**config.mk**
```make
export PLATFORM = sky130hd
export DESIGN_NAME = scanLink
export DESIGN_NICKNAME = d
export VERILOG_FILES = /design/src/verilog/linkPkg.sv /design/src/verilog/scanPkg.sv /design/src/verilog/linkArbiter.sv /design/src/verilog/scanLink.sv /design/src/verilog/scanner.sv /design/src/verilog/serialTx.sv
export VERILOG_INCLUDE_DIRS = /design/src /design/src/verilog
export SDC_FILE = /design/constraint.sdc
export NUM_CORES = 1
export LEC_CHECK = 0
export ABC_AREA = 0
export BUFFER_PORTS_ARGS = -buffer_cell sky130_fd_sc_hd__buf_2
export CORE_MARGIN = 2
export CORE_UTILIZATION = 30
export CTS_CLUSTER_SIZE = 16
export DETAILED_ROUTE_END_ITERATION = 16
export PLACE_DENSITY = 0.46
export RECOVER_POWER = 50
export SLEW_MARGIN = 20
export SYNTH_ARGS = -nofsm -noshare
export SYNTH_HDL_FRONTEND = slang
export SYNTH_SLANG_ARGS = --single-unit
export TNS_END_PERCENT = 1
```
**constraint.sdc**
```tcl
create_clock -name clk -period 3.8 [get_ports clk]
set_clock_uncertainty 0.15 [all_clocks]
set_input_delay 0.38 -clock clk [delete_from_list [all_inputs] [get_ports clk]]
set_output_delay 0.38 -clock clk [all_outputs]
set_load 0.01 [all_outputs]
```
**src/verilog/scan_macros.svh**
```systemverilog
`ifndef SCAN_MACROS_SVH
`define SCAN_MACROS_SVH

`default_nettype none

// Slow tick period in clk cycles
`define SLOW_DIV 8

// Fill milestones announced once per scan
`define FILL_READY 7
`define FILL_START 8
`define FILL_FULL 9

// Partner fill that releases a scanner from standby
`define FILL_HALF 5

`default_nettype wire

`endif

```
**src/verilog/linkPkg.sv**
```systemverilog
`default_nettype none

package linkPkg;

	// Command codes, low seven bits of a header byte
	typedef enum logic [6:0] {
		CMD_READY = 7'd2,
		CMD_START = 7'd3,
		CMD_FULL = 7'd4,
		CMD_DATA = 7'd7
	} cmdCode_t;

	typedef logic [7:0] linkByte_t;
	typedef logic sourceId_t; // Scanner index

	// Source id on bit 7, code below it
	function automatic linkByte_t makeHeader(input sourceId_t src, input cmdCode_t code);
		return {src, code};
	endfunction

endpackage

`default_nettype wire

```
**src/verilog/scanPkg.sv**
```systemverilog
`default_nettype none

package scanPkg;

	localparam int FILL_W = 4; // Enough for nine samples
	localparam int SAMPLE_W = 8;

	// Scanner FSM states
	typedef enum logic [1:0] {
		IDLE,
		ACTIVE,
		STANDBY,
		TRANSFER
	} scanState_t;

	typedef logic [FILL_W-1:0] fillLevel_t; // Samples held in the buffer
	typedef logic [SAMPLE_W-1:0] sample_t; // Also used for the running sum

endpackage

`default_nettype wire

```
**src/verilog/linkArbiter.sv**
```systemverilog
`timescale 1ns/1ns
`default_nettype none

module linkArbiter
	import linkPkg::*;
(
	input  logic      clk,
	input  logic      rst,
	input  logic      req0,
	input  logic      req1,
	input  logic      hasData0,
	input  logic      hasData1,
	input  cmdCode_t  code0,
	input  cmdCode_t  code1,
	input  linkByte_t data0,
	input  linkByte_t data1,
	input  logic      txBusy,
	output logic      ack0,
	output logic      ack1,
	output logic      txStart,
	output logic      txHasData,
	output linkByte_t txHeader,
	output linkByte_t txData
);

	sourceId_t lastSrc; // Source served most recently
	sourceId_t grantSrc;
	logic grantValid;

	// Grant only with the transmitter idle and no start in flight
	always_comb begin
		grantValid = 1'b0;
		grantSrc = 1'b0;
		if (!txBusy && !txStart) begin
			if (req0 && req1) begin
				grantValid = 1'b1;
				grantSrc = ~lastSrc; // Take turns
			end else if (req0) begin
				grantValid = 1'b1;
				grantSrc = 1'b0;
			end else if (req1) begin
				grantValid = 1'b1;
				grantSrc = 1'b1;
			end
		end
	end

	always_ff @(posedge clk) begin
		if (rst) begin
			ack0 <= 1'b0;
			ack1 <= 1'b0;
			txStart <= 1'b0;
			lastSrc <= 1'b1; // Source 0 wins the first tie
		end else begin
			ack0 <= grantValid && (grantSrc == 1'b0);
			ack1 <= grantValid && (grantSrc == 1'b1);
			txStart <= grantValid;
			if (grantValid) begin
				lastSrc <= grantSrc;
			end
		end
	end

	// Frame registered for the transmitter alongside txStart
	always_ff @(posedge clk) begin
		if (grantValid) begin
			txHeader <= makeHeader(grantSrc, grantSrc ? code1 : code0);
			txHasData <= grantSrc ? hasData1 : hasData0;
			txData <= grantSrc ? data1 : data0;
		end
	end

endmodule

`default_nettype wire

```
**src/verilog/scanLink.sv**
```systemverilog
`timescale 1ns/1ns
`default_nettype none

module scanLink
	import scanPkg::*;
	import linkPkg::*;
(
	input  logic    clk,
	input  logic    rst,
	input  logic    start0,
	input  logic    start1,
	input  logic    downlinkReady,
	input  sample_t sample0,
	input  sample_t sample1,
	output logic    dataOut,
	output logic    clkOut,
	output logic    frameSync
);

	fillLevel_t fill0;
	fillLevel_t fill1;
	logic req0;
	logic req1;
	logic hasData0;
	logic hasData1;
	logic ack0;
	logic ack1;
	cmdCode_t code0;
	cmdCode_t code1;
	linkByte_t data0;
	linkByte_t data1;
	logic txStart;
	logic txBusy;
	logic txHasData;
	linkByte_t txHeader;
	linkByte_t txData;

	// Arbiter port 0, source id 0
	scanner u_scan0 (
		.clk(clk), .rst(rst), .start(start0), .downlinkReady(downlinkReady),
		.sampleIn(sample0), .partnerFill(fill1), .frameAck(ack0),
		.fill(fill0), .frameReq(req0), .frameHasData(hasData0),
		.frameCode(code0), .frameData(data0)
	);

	scanner u_scan1 (
		.clk(clk), .rst(rst), .start(start1), .downlinkReady(downlinkReady),
		.sampleIn(sample1), .partnerFill(fill0), .frameAck(ack1),
		.fill(fill1), .frameReq(req1), .frameHasData(hasData1),
		.frameCode(code1), .frameData(data1)
	);

	linkArbiter u_arb (
		.clk(clk), .rst(rst),
		.req0(req0), .req1(req1), .hasData0(hasData0), .hasData1(hasData1),
		.code0(code0), .code1(code1), .data0(data0), .data1(data1),
		.txBusy(txBusy), .ack0(ack0), .ack1(ack1), .txStart(txStart),
		.txHasData(txHasData), .txHeader(txHeader), .txData(txData)
	);

	serialTx u_tx (
		.clk(clk), .rst(rst), .txStart(txStart), .txHasData(txHasData),
		.txHeader(txHeader), .txData(txData), .txBusy(txBusy),
		.dataOut(dataOut), .clkOut(clkOut), .frameSync(frameSync)
	);

endmodule

`default_nettype wire

```
**src/verilog/scanner.sv**
```systemverilog
`timescale 1ns/1ns
`include "scan_macros.svh"
`default_nettype none

module scanner
	import scanPkg::*;
	import linkPkg::*;
(
	input  logic       clk,
	input  logic       rst,
	input  logic       start,
	input  logic       downlinkReady,
	input  sample_t    sampleIn,
	input  fillLevel_t partnerFill,
	input  logic       frameAck,
	output fillLevel_t fill,
	output logic       frameReq,
	output logic       frameHasData,
	output cmdCode_t   frameCode,
	output linkByte_t  frameData
);

	localparam int TICK_W = $clog2(`SLOW_DIV);

	scanState_t state;
	logic [TICK_W-1:0] tickCnt;
	logic tick;
	logic justFilled; // Fill moved on the previous edge
	logic isMilestone;
	logic partnerHalf;
	logic raiseMilestone;
	logic raiseData;
	cmdCode_t milestoneCode;
	sample_t sum;

	// Slow tick, free running from reset release
	always_ff @(posedge clk) begin
		if (rst) begin
			tickCnt <= '0;
		end else if (tick) begin
			tickCnt <= '0;
		end else begin
			tickCnt <= tickCnt + 1'b1;
		end
	end

	assign tick = (tickCnt == TICK_W'(`SLOW_DIV - 1));

	// Map the current fill to its milestone command
	always_comb begin
		isMilestone = 1'b1;
		milestoneCode = CMD_READY;
		case (fill)
			fillLevel_t'(`FILL_READY): milestoneCode = CMD_READY;
			fillLevel_t'(`FILL_START): milestoneCode = CMD_START;
			fillLevel_t'(`FILL_FULL): milestoneCode = CMD_FULL;
			default: isMilestone = 1'b0;
		endcase
	end

	assign partnerHalf = (partnerFill >= fillLevel_t'(`FILL_HALF));
	assign raiseMilestone = (state == ACTIVE) && justFilled && isMilestone;
	assign raiseData = (state == TRANSFER) && !frameReq;

	always_ff @(posedge clk) begin
		if (rst) begin
			state <= IDLE;
			fill <= '0;
			sum <= '0;
			frameReq <= 1'b0;
			justFilled <= 1'b0;
		end else begin
			justFilled <= 1'b0;
			if (frameAck) begin
				frameReq <= 1'b0; // Drops the cycle after the ack
			end
			case (state)
				IDLE: begin
					if (start) begin
						state <= ACTIVE;
					end
				end
				ACTIVE: begin
					// A pending request holds off sampling
					if (tick && !frameReq && fill < fillLevel_t'(`FILL_FULL)) begin
						fill <= fill + 1'b1;
						sum <= sum + sampleIn;
						justFilled <= 1'b1;
					end
					if (raiseMilestone) begin
						frameReq <= 1'b1;
					end
					if (frameAck && frameCode == CMD_FULL) begin
						state <= downlinkReady ? TRANSFER : STANDBY;
					end
				end
				STANDBY: begin
					if (downlinkReady || partnerHalf) begin
						state <= TRANSFER;
					end
				end
				TRANSFER: begin
					if (frameAck) begin
						state <= IDLE; // Buffer handed off
						fill <= '0;
						sum <= '0;
					end else if (raiseData) begin
						frameReq <= 1'b1;
					end
				end
				default: state <= IDLE;
			endcase
		end
	end

	// Frame contents, loaded together with the request
	always_ff @(posedge clk) begin
		if (raiseMilestone) begin
			frameCode <= milestoneCode;
			frameHasData <= 1'b0;
			frameData <= '0;
		end else if (raiseData) begin
			frameCode <= CMD_DATA;
			frameHasData <= 1'b1;
			frameData <= sum; // 8-bit wrap of the nine samples
		end
	end

endmodule

`default_nettype wire

```
**src/verilog/serialTx.sv**
```systemverilog
`timescale 1ns/1ns
`default_nettype none

module serialTx
	import linkPkg::*;
(
	input  logic      clk,
	input  logic      rst,
	input  logic      txStart,
	input  logic      txHasData,
	input  linkByte_t txHeader,
	input  linkByte_t txData,
	output logic      txBusy,
	output logic      dataOut,
	output logic      clkOut,
	output logic      frameSync
);

	localparam int BYTE_W = $bits(linkByte_t);
	localparam int FRAME_W = 2 * BYTE_W; // Header plus data byte
	localparam int CNT_W = $clog2(FRAME_W + 1);

	logic [FRAME_W-1:0] shiftReg;
	logic [CNT_W-1:0] bitsLeft;
	logic firstBit; // Header bit 0 on the line

	always_ff @(posedge clk) begin
		if (rst) begin
			txBusy <= 1'b0;
			bitsLeft <= '0;
			firstBit <= 1'b0;
		end else if (txStart) begin
			txBusy <= 1'b1;
			bitsLeft <= txHasData ? CNT_W'(FRAME_W) : CNT_W'(BYTE_W);
			firstBit <= 1'b1;
		end else if (txBusy) begin
			firstBit <= 1'b0;
			bitsLeft <= bitsLeft - 1'b1;
			if (bitsLeft == CNT_W'(1)) begin
				txBusy <= 1'b0; // Last bit goes out this cycle
			end
		end
	end

	// LSB first, header ahead of data
	always_ff @(posedge clk) begin
		if (txStart) begin
			shiftReg <= {txData, txHeader};
		end else if (txBusy) begin
			shiftReg <= {1'b0, shiftReg[FRAME_W-1:1]};
		end
	end

	assign dataOut = txBusy & shiftReg[0];
	assign clkOut = txBusy; // One strobe per valid bit
	assign frameSync = txBusy & firstBit;

endmodule

`default_nettype wire
```
### Yosys cells after proc, flatten, opt, wreduce, memory -nomap -nowiden

Index checks and enable logic that the tools add are counted.

| word-level totals | value |
|---|---|
| bits in registers | 114 |
| word-level logic and storage cells | 175 |

| cells by class | value |
|---|---|
| eq/ne operators | 27 |
| muxes and demuxes | 63 |
| add/subtract/negate cells | 7 |
| bitwise gates (word level) | 6 |
| magnitude comparators | 4 |
| reduce and logical (&&, ||, !) cells | 39 |

Operators by type and width:

| cell | number |
|---|---|
| 8-bit 2-to-1 mux | 5 |
| 7-bit 2-to-1 mux | 5 |
| 16-bit 2-to-1 mux | 2 |
| 8-bit one-hot mux with 2 select lines | 2 |
| 1-bit 2-to-1 mux | 26 |
| 8-bit adder | 2 |
| 4-bit equality test (second input constant) | 4 |
| 1-bit logical AND | 16 |
| 2-bit 2-to-1 mux | 8 |
| 4-bit 2-to-1 mux | 4 |
| 2-bit one-hot mux with 4 select lines | 2 |
| 4-bit one-hot mux with 2 select lines | 2 |
| 5-bit 2-to-1 mux | 3 |
| 7-bit by 3-bit equality test with 1-bit output (second input constant) | 2 |
| 2-bit inequality test (second input constant) | 6 |
| 3-bit one-hot mux with 2 select lines | 2 |
| 2-bit nonzero test | 5 |
| 4-bit by 1-bit adder with 4-bit output (second input constant) | 2 |
| 2-bit equality test (second input constant) | 4 |
| 4-bit by 3-bit equality test with 1-bit output (second input constant) | 2 |
| 4-bit by 3-bit greater-or-equal comparator with 1-bit output (second input constant) | 2 |
| 4-bit less-than comparator (second input constant) | 2 |
| 2-bit by 1-bit inequality test with 1-bit output (second input constant) | 4 |
| 4-bit AND reduction | 2 |
| other kinds (14) | 32 |

### Depth between registers and ports, before layout

Gate-level depths: netlist of the first run.

| depth | value |
|---|---|
| word-level depth | 6 |
| gate-level depth with buffers | 8 |
| gate-level depth less buffers | 7 |

### By module

Synthesis of the first run repeated with hierarchy kept, for this count alone.

| second synthesis, totals | value |
|---|---|
| cells, all modules | 496 |
| area total of the unflattened synthesis | 5240.0 sq um |

Modules (own cells, without submodules):

| module | seq. area each (sq um) | cells an instance | area an instance (sq um) | instances |
|---|---|---|---|---|
| scanner (u_scan0) | 650.6 | 188 | 1669.1 | 1 |
| scanner (u_scan1) | 650.6 | 187 | 1659.1 | 1 |
| serialTx | 620.6 | 73 | 1021.0 | 1 |
| linkArbiter | 590.6 | 48 | 890.9 | 1 |

### Worst setup path before layout of the first run

Ideal clock, no wire load.

| path | value |
|---|---|
| kind | input to register |
| from | input sample0[1] |
| to | register u_scan0.sum[7] |
| library setup time | 74 ps |
| data arrival time | 1815 ps |
| required time | 3576 ps |
| path buffers | 0 |
| path slack | 1761 ps |
| stages | 6 |
| cell sequence | ha_1 a211oi_1 nor3_1 mux2i_1 or4_1 a31oi_1 |

| between the ends | value |
|---|---|
| word-level cells in the longest chain between the ends | 3 |

Ends and longest elaborated chain:

| what | RTL line | text |
|---|---|---|
| start, declared | scanLink.sv:13 | `input sample_t sample0,` |
| 8-bit adder | scanner.sv:87 | `sum <= sum + sampleIn;` |
| 8-bit 2-to-1 mux | scanner.sv:85 | `` if (tick && !frameReq && fill < fillLevel_t'(`FILL_FULL)) begin `` |
| 8-bit one-hot mux with 2 select lines | scanner.sv:77 | `case (state)` |
| end signal, assigned | scanner.sv:87 |  |
| end, declared | scanner.sv:34 | `sample_t sum;` |

Every way passes these cells. The select of a mux whose other input is x is not followed.
A chain may end at the register's enable or synchronous reset.

### Worst setup path after layout of the first run

| path | value |
|---|---|
| from | register u_scan1.fill[0] |
| to | register u_scan1.frameCode[1], data pin |

| between the ends | value |
|---|---|
| word-level cells in the longest chain between the ends | 5 |
| elaborated cells between the ends (all ways) | 8 |
| classes of those cells | eq/ne (3); mux (3); reduce/logical (2) |

Ends and longest elaborated chain:

| what | RTL line | text |
|---|---|---|
| start, declared | scanner.sv:16 | `output fillLevel_t fill,` |
| start signal, assigned | scanner.sv:86 | `fill <= fill + 1'b1;` |
| 4-bit by 3-bit equality test with 1-bit output or 4-bit equality test (tied branches) | scanner.sv:53 | `case (fill)` |
| 3-bit OR reduction (no line) | - |  |
| 1-bit 2-to-1 mux | scanner.sv:53 |  |
| 1-bit logical AND | scanner.sv:62 | `assign raiseMilestone = (state == ACTIVE) && justFilled && isMilestone;` |
| 7-bit 2-to-1 mux (*) | scanner.sv:118 | `if (raiseMilestone) begin` |
| end signal, assigned | scanner.sv:119 | `frameCode <= milestoneCode;` |
| end, declared | scanner.sv:19 | `output cmdCode_t frameCode,` |

Every way passes the cells marked *; elsewhere a longest branch is shown, timed or not.

==> summary.md, run 1 <==
| Metric | Value |
|---|---|
| Setup crit end kind | `flop` |
| I/O pin cnt | `24` |
| Port-buffer cells | `23` |
| Seq/Total Area, Yosys | `49.5%` |
| Cell Rows | `46` |
| First-pass GRT wire length | `16700 µm` |
| Starting Density | `30.6%` |
| Slowest stage delay, CP | `0.49 ns` |
| F_max | `around 430 MHz` |
| Final period util | `60.6%` |
| CP max-delay cell | `or3b_2` |
| Layout cells sized above 1 | `10.6%` |
| Worst path required time | `3.74 ns` |
| GPL Wtd Cong | `0.745` |
| Fill cells | `1627` |
| Synth cell count leaders | `nand2_1, dfxtp_1, nor2_1, a21oi_1, edfxtp_1` |
| Post-synth top area cell | `dfxtp_1` |
| Number of diodes | `0` |
| Post-synth ARST share | `0%` |
| Pre-CTS setup slack | `1.45 ns` |
| Count leader, synth | `nand2_1` |
| FF/Latch Area | `about 2400 µm²` |
| Actual slew at the worst max-slew pin | `1.20 ns` |
| Initial antenna violation count | `0` |
| Ys Warns | `0` |
| R2r endpoint | `u_scan1.frameCode[1]` |
| Post-route setup slack | `1.50 ns` |
| TritonCTS clock tree | `built` |
| Worst-path clk slew | `0.07 ns` |
| Post-layout power | `2.71 mW` |
| Crit path cell chain | `inv_1 -> ha_1 -> o21ai_0 -> a21oi_1 -> clkbuf_1 -> or3b_2` |
| Post-synth EDFFs | `35` |
| Crit. Startpoint | `u_scan1.fill[0]` |
| RSZ-0062 raised after global routing | `false` |
| Worst EP arrival | `between 2 and 2.5 ns` |
| # Post-CTS Setup Buffers | `0` |
| Area of the multi-input gates | `2290 µm²` |
| Seq cells post-synth | `102` |
| Overall routing resource usage | `12.7%` |
| Hold buffer count at CTS | `0` |
| Synth area leaders | `dfxtp_1, edfxtp_1, ha_1, nand2_1, nor2_1` |
| Area Overhead vs Synth | `13.2%` |
| Tmin final | `~2.3 ns` |
| Die X | `131 µm` |
| R2r startpoint | `u_scan1.fill[0]` |
| Post-DP HPWL | `approximately 7100 µm` |
| CORE AREA | `15800 µm²` |
| WHS Path Cells | `4` |
| Avg Inst Size Synth | `9.58 µm²` |
| Nets | `582` |
| Final core occ | `between 30% and 40%` |
| Total CTS buffers | `9` |
| Startpoint Class | `flop` |
| # DRC | `0` |
| CTS root buf | `clkbuf_16` |
| Routed Antenna Nets | `0` |
| DR vias | `3470` |
| Vias in the first global route | `3475` |
| Setup violators final | `0` |
| Mapped Area | `4840 µm²` |
| Worst Setup Path Type | `reg -> reg` |
| Depth of the most critical reg-to-reg path | `6` |
| Die area | `17200 µm²` |
| # resized after CTS | `0` |
| Post-Route WL | `9860 µm` |
| Slew Viols, Final | `0` |
| Outcome | `complete, no violations` |
| Syn nets | `562` |
| Die height | `roughly 130 µm` |
| Max-cap violations | `0` |
| Worst-Skew Late Latency | `between 0.3 and 0.4 ns` |
| Static leakage | `2.09 nW` |
| DR iter-0 viols | `a little under 200` |
| Slew headroom | `20.1%` |
| Gate count after technology mapping | `505` |
| Pwr dens | `496 nW/µm²` |
| WL/cell | `13.2 µm` |
| Maximum fanout along the worst path | `14` |
| DRT Pass-1 Iters | `4` |
| Pin count of the biggest net entering global routing | `43` |
| CTS HTree Levels | `3` |
| Total congestion overflow | `0` |
| Critical path capture point | `u_scan1.frameCode[1]` |
| Reg2reg setup slack | `about 1.5 ns` |
| Main synth FF type | `dfxtp_1` |
| TNS Setup | `0 ns` |
| Post-synthesis cell type count | `44` |
| Peak VDD IR | `0.000228 V` |
| Final hold violations | `0` |
| HP Class | `in -> reg` |
| Vias/cell | `around 4.7` |
| Clock Sink Count | `102` |
| Max Buffers Root-to-Sink | `2` |
| Top cell type's share of synthesized area | `between 20% and 30%` |
==> worst max-delay path, delay by kind of cell (launching register included) <==
family | cells | cell delay [ns]
adder cells (fa/ha/maj) | 1 | 0.26
flip-flops | 1 | 0.36
AO/OA/AOI/OAI | 2 | 0.25
AND/OR/NAND/NOR | 1 | 0.49
buffers and inverters | 2 | 0.54
==> flip-flops by register name, indices dropped and copies added, names as in the netlist, 3 cells and up <==
name and count:
u_arb.txData 8, u_arb.txHeader 4, u_scan0.fill 4, u_scan0.frameCode 3, u_scan0.frameData 8, u_scan0.sum 8, u_scan0.tickCnt 3, u_scan1.fill 4
u_scan1.frameCode 3, u_scan1.frameData 8, u_scan1.sum 8, u_scan1.tickCnt 3, u_tx.bitsLeft 5, u_tx.shiftReg 16
==> how the worst min path moves through the flow <==
| stage | start | to | slack, ns |
|---|---|---|---|
| 2_1_floorplan | u_scan0.tickCnt[0] | u_scan0.tickCnt[0] | 0.25 |
| 3_3_place_gp | u_scan0.tickCnt[0] | u_scan0.tickCnt[0] | 0.26 |
| 3_5_place_dp | u_scan1.tickCnt[0] | u_scan1.tickCnt[0] | 0.27 |
| 6_report | sample1[0] | u_scan1.sum[0] | 0.25 |
| 5_1_grt | sample0[0] | u_scan0.sum[0] | 0.29 |
| 4_1_cts | sample1[0] | u_scan1.sum[0] | 0.24 |
==> power by group <==
part | internal [mW] | total, mW | switching (mW)
combinational | 0.176 | 0.448 | 0.272
clock | 0.494 | 0.921 | 0.428
sequential | 1.28 | 1.34 | 0.0681
==> final cells by class <==
cell class | count | area share [%]
Sequential cell | 102 | 43.7
Multi-Input combinational cell | 363 | 41.9
Tap cell | 216 | 4.94
Clock buffer | 10 | 4.57
Timing Repair Buffer | 27 | 2.45
Inverter | 22 | 1.51
Clock inverter | 6 | 0.914
==> cell families (layout without fill, tap and decap cells) <==
kind of cell             count (synthesis)  count (layout)  share of synthesized area [%]
AND/OR/NAND/NOR                        197             197                           18.5
XOR/XNOR                                14              14                           2.54
adder cells (fa/ha/maj)                 36              36                           9.62
AO/OA/AOI/OAI                           98              98                           12.7
flip-flops                             102             102                           49.5
multiplexers                            18              18                           4.06
buffers and inverters                   40              65                           3.10
==> layer usage <==
layer	up-vias	wire length (µm)	GRT usage, %
met5	-	0	0
met4	0	185	4.51
met1	1605	4800	16.0
met3	14	386	4.03
li1	1799	-	-
met2	52	4490	20.5
==> layout by cell type, fill, tap and decap left out, types with 12 or more instances in the layout <==
cell,instances
a21oi_1,35
a22oi_1,12
buf_2,20
dfxtp_1,67
edfxtp_1,35
ha_1,34
inv_1,21
mux2_2,13
nand2_1,90
nand3_1,12
nor2_1,47
o21ai_0,19
==> stage by stage <==
| step | instance area (µm²) | instances | hold WS [ns] |
|---|---|---|---|
| after floorplan | 4840 | 505 | 0.254 |
| after global placement | 5180 | 730 | 0.261 |
| after detailed placement | 5180 | 730 | 0.266 |
| after CTS | 5480 | 746 | 0.240 |
| after global routing | 5470 | 746 | 0.286 |
| final | 5470 | 746 | 0.249 |
Power figures use the tool's default switching activity.
==> run 2, diff against run 1 <==
==> constraint.sdc (replaced) <==
create_clock -name clk -period 2.4 [get_ports clk]
set_clock_uncertainty 0.15 [all_clocks]
set_input_delay 0.24 -clock clk [delete_from_list [all_inputs] [get_ports clk]]
set_output_delay 0.24 -clock clk [all_outputs]
set_load 0.01 [all_outputs]
==> summary.md, run 2 (synthesis results as in run 1) <==
| Metric | Value |
|---|---|
| Starting Density | `a little under a third` |
| Startpoint Class | `flop` |
| Pwr dens | `between 700 and 800 nW/µm²` |
| R2r endpoint | `u_scan1.sum[7]` |
| CTS root buf | `clkbuf_16` |
| Total CTS buffers | `9` |
| CORE AREA | `15800 µm²` |
| Slew Viols, Final | `0` |
| Static leakage | `2.11 nW` |
| Maximum fanout along the worst path | `6` |
| DR vias | `3533` |
| Max Buffers Root-to-Sink | `2` |
| I/O pin cnt | `24` |
| Worst path required time | `2.53 ns` |
| Layout cells sized above 1 | `approximately 11%` |
| WL/cell | `13.1 µm` |
| Final period util | `between 90% and 100%` |
| Commonest non-fill, non-tap cell in the layout | `nand2_1` |
| Cell Rows | `46` |
| # DRC | `0` |
| Worst hold start | `rst` |
| Port-buffer cells | `23` |
| DRT Pass-1 Iters | `4` |
| First-pass GRT wire length | `approximately 17000 µm` |
| Die X | `between 100 and 150 µm` |
| Pin count of the biggest net entering global routing | `32` |
| Vias/cell | `~4.7` |
| GPL Wtd Cong | `0.746` |
| # Post-CTS Setup Buffers | `0` |
| Die area | `roughly 17000 µm²` |
| Actual slew at the worst max-slew pin | `between 1 and 1.5 ns` |
| Max FFs per register | `16` |
| Vias in the first global route | `3393` |
| DR iter-0 viols | `~130` |
| Number of diodes | `0` |
| R2r startpoint | `u_scan1.fill[0]` |
| Initial antenna violation count | `0` |
| # resized after CTS | `0` |
| Nets | `587` |
| Die height | `around 130 µm` |
| Placed cell area | `5220 µm²` |
| Total congestion overflow | `0` |
| Setup crit end kind | `flop` |
| Outcome | `complete, no violations` |
| Worst Setup Path Type | `reg -> reg` |
| Post-layout power | `4.33 mW` |
| Final core occ | `34.8%` |
| Routed Antenna Nets | `0` |
| Post-Route WL | `9840 µm` |
| F_max | `454 MHz` |
| Pre-CTS setup slack | `approximately 0.21 ns` |
| Overall routing resource usage | `~13%` |
| RSZ-0062 raised after global routing | `false` |
| CTS HTree Levels | `3` |
| Final cell count without fillers | `between 700 and 800` |
| Reg2reg setup slack | `around 0.2 ns` |
| Depth of the most critical reg-to-reg path | `7` |
| Cell area after layout | `~5500 µm²` |
| Hold buffer count at CTS | `0` |
| Setup violators final | `0` |
| Tmin final | `2.20 ns` |
| HP Class | `in -> reg` |
| Post-DP HPWL | `between 7000 and 8000 µm` |
| WHS Path Cells | `2` |
| Slew headroom | `roughly a fifth` |
| Hold EP | `u_scan0.sum[0]` |
| Top reg by flops | `u_tx.shiftReg` |
| Worst EP arrival | `between 2 and 2.5 ns` |
| Commonest cells after routing, fill and taps aside | `nand2_1, dfxtp_1, nor2_1` |
| Post-route setup slack | `0.199 ns` |
| Worst-Skew Late Latency | `0.35 ns` |
| TNS Setup | `0 ns` |
| Final hold violations | `0` |
| Peak VDD IR | `0.000360 V` |
| Worst-path clk slew | `0.07 ns` |
| Clock Sink Count | `102` |
| Max-cap violations | `0` |
| TritonCTS clock tree | `built` |
| Final hold slack | `0.0788 ns` |
| Dpl cells | `735` |
| Area Overhead vs Synth | `13.8%` |
## run 2: cell type report
class / instances / area (µm²)
clock buffer: 9 / 225
clock inverter: 7 / 71.3
fill: 1614 / 10300
inverter: 22 / 82.6
multi-input combinational: 363 / 2290
sequential: 102 / 2390
tap: 216 / 270
timing repair buffer: 32 / 168
## run 2: worst max-delay path, cell delays in order, from the launching register on
cell and delay (ns):
dfxtp_1 0.36, inv_1 0.08, ha_1 0.27, nand2b_4 0.07, a211o_1 0.32, or3_1 0.31
or4_1 0.41, a31oi_1 0.16
## run 2: worst max-delay path by stage
stage	start	endpoint	slack (ns)	cells after the start
floorplan	u_scan1.fill[0]	u_scan1.sum[7]	0.36	7
global placement	sample0[1]	u_scan0.sum[7]	0.25	7
detailed placement	u_scan1.fill[0]	u_scan1.sum[7]	0.21	7
CTS	u_scan1.fill[0]	u_scan1.sum[7]	0.19	7
global route	u_scan1.fill[0]	u_scan0.state[0]	0.04	7
finish	u_scan1.fill[0]	u_scan1.sum[7]	0.20	7
## run 2: where the power goes
part	internal [mW]	switching [mW]	leakage, nW
Sequential	2.02	0.109	0.858
Clock	0.814	0.664	0.148
Combinational	0.286	0.436	1.11
## run 2: routing by layer
metal  global-route usage (%)  part of all wire [%]
met1                     16.5                    49
met2                     20.0                    47
met3                     3.71                   3.0
met4                     3.38                  0.99
met5                        0                     0
==> run 3, diff against run 2 <==
--- a/config.mk
+++ b/config.mk
@@ -9,12 +9,12 @@
 export ABC_AREA = 0
 export BUFFER_PORTS_ARGS = -buffer_cell sky130_fd_sc_hd__buf_2
 export CORE_MARGIN = 2
-export CORE_UTILIZATION = 30
+export CORE_UTILIZATION = 32
 export CTS_CLUSTER_SIZE = 16
 export DETAILED_ROUTE_END_ITERATION = 16
-export PLACE_DENSITY = 0.46
+export PLACE_DENSITY = 0.48
 export RECOVER_POWER = 50
-export SLEW_MARGIN = 20
+export SLEW_MARGIN = 10
 export SYNTH_ARGS = -nofsm -noshare
 export SYNTH_HDL_FRONTEND = slang
 export SYNTH_SLANG_ARGS = --single-unit
==> summary.md, run 3 (synthesis results as in run 1) <==
| Metric | Value |
|---|---|
| Max FFs per register | `16` |
| DR iter-0 viols | `156` |
| First-pass GRT wire length | `16200 µm` |
| Vias in the first global route | `3400` |
| Hold buffer count at CTS | `0` |
| Worst path required time | `~2.5 ns` |
| Layout cells sized above 1 | `11.0%` |
| Max Buffers Root-to-Sink | `2` |
| GPL Wtd Cong | `0.765` |
| Post-layout power | `4.39 mW` |
| Met1 wire length | `4780 µm` |
| Maximum fanout along the worst path | `4` |
| Max layer used | `met4` |
| DR vias | `roughly 3500` |
| Peak VDD IR | `0.000299 V` |
| HP Class | `in -> reg` |
| WL/cell | `13.4 µm` |
| FF/Latch Area | `2390 µm²` |
| Worst-path clk slew | `about 0.07 ns` |
| Tmin final | `2.21 ns` |
| Actual slew at the worst max-slew pin | `~1.2 ns` |
| Pwr dens | `801 nW/µm²` |
| TritonCTS clock tree | `built` |
| Number of diodes | `0` |
| Area of the multi-input gates | `2290 µm²` |
| Slew Viols, Final | `0` |
| Clock Sink Count | `102` |
| Overall routing resource usage | `12.6%` |
| Max-cap violations | `0` |
| Cell Rows | `44` |
| Post-Route WL | `9610 µm` |
| Starting Density | `33.0%` |
| RSZ-0062 raised after global routing | `false` |
| Final period util | `between 90% and 100%` |
| Pin count of the biggest net entering global routing | `33` |
| Die height | `127 µm` |
| Die area | `16100 µm²` |
| I/O pin cnt | `24` |
| Slew headroom | `between 15 and 20%` |
| DRT Pass-1 Iters | `4` |
| TNS Setup | `0 ns` |
| F_max | `453 MHz` |
| Met3 WL | `around 280 µm` |
| Final hold violations | `0` |
| Initial antenna violation count | `0` |
| Top reg by flops | `u_tx.shiftReg` |
| Fill cells | `1497` |
| Commonest cells after routing, fill and taps aside | `nand2_1, dfxtp_1, nor2_1` |
| Area Overhead vs Synth | `13.5%` |
| Vias/cell | `a little under 5` |
| # resized after CTS | `0` |
| Worst Setup Path Type | `reg -> reg` |
| Worst-Skew Late Latency | `0.35 ns` |
| Static leakage | `around 2.1 nW` |
| Port-buffer cells | `23` |
| Nets | `587` |
| CORE AREA | `approximately 15000 µm²` |
| Outcome | `complete, no violations` |
| CTS HTree Levels | `3` |
| Setup crit end kind | `flop` |
| WL met2 | `4430 µm` |
| Setup violators final | `0` |
| # Post-CTS Setup Buffers | `0` |
| Post-DP HPWL | `6990 µm` |
| Startpoint Class | `flop` |
| Total congestion overflow | `0` |
| Routed Antenna Nets | `0` |
| CTS root buf | `clkbuf_16` |
| Commonest non-fill, non-tap cell in the layout | `nand2_1` |
| Worst EP arrival | `2.33 ns` |
| Die X | `127 µm` |
| # DRC | `0` |
| Total CTS buffers | `9` |
## run 3: layer usage
metal	vias up	GRT usage [%]
met3	9	3.71
met4	0	4.07
met5	-	0
li1	1812	-
met2	34	20.2
met1	1619	16.5
## run 3: through the flow
stage	std cells	util, %	worst slack, ns	instance area (µm²)	hold WS [ns]
2_1_floorplan	505	-	0.365	4840	0.254
3_3_place_gp	703	35.4	0.248	5180	0.261
3_5_place_dp	703	35.4	0.203	5180	0.274
4_1_cts	719	37.6	0.180	5510	0.0519
5_1_grt	719	37.5	0.0324	5490	0.0852
6_report	719	37.5	0.192	5490	0.0657
## run 3: final timing paths
| path | from | end | slack (ns) | depth (start not counted) |
|---|---|---|---|---|
| max | u_scan0.sum[1] | u_scan0.sum[7] | 0.19 | 6 |
| min reg2reg | u_scan0.tickCnt[0] | u_scan0.tickCnt[0] | 0.28 | 1 |
| max reg2reg | u_scan0.sum[1] | u_scan0.sum[7] | 0.19 | 6 |
| min | rst | u_scan0.sum[4] | 0.07 | 2 |
## run 3: layout make-up
class	count	share of cell area, %
Sequential cell	102	43.6
Multi-Input combinational cell	363	41.7
Clock buffer	13	5.52
Tap cell	184	4.20
Timing Repair Buffer	32	2.99
Inverter	22	1.51
Clock inverter	3	0.479
## run 3: power breakdown
| group | internal, mW | switching, mW | total [mW] |
|---|---|---|---|
| Combinational | 0.284 | 0.430 | 0.714 |
| Sequential | 2.02 | 0.108 | 2.13 |
| Clock | 0.898 | 0.653 | 1.55 |
| Total | 3.20 | 1.19 | 4.39 |
## run 3: critical path, stage by stage, from the launching register on
cell and delay (ns):
dfxtp_1 0.40, ha_1 0.28, a211oi_1 0.35, nor3_1 0.12
mux2i_1 0.14, or4_1 0.52, a31oi_1 0.17
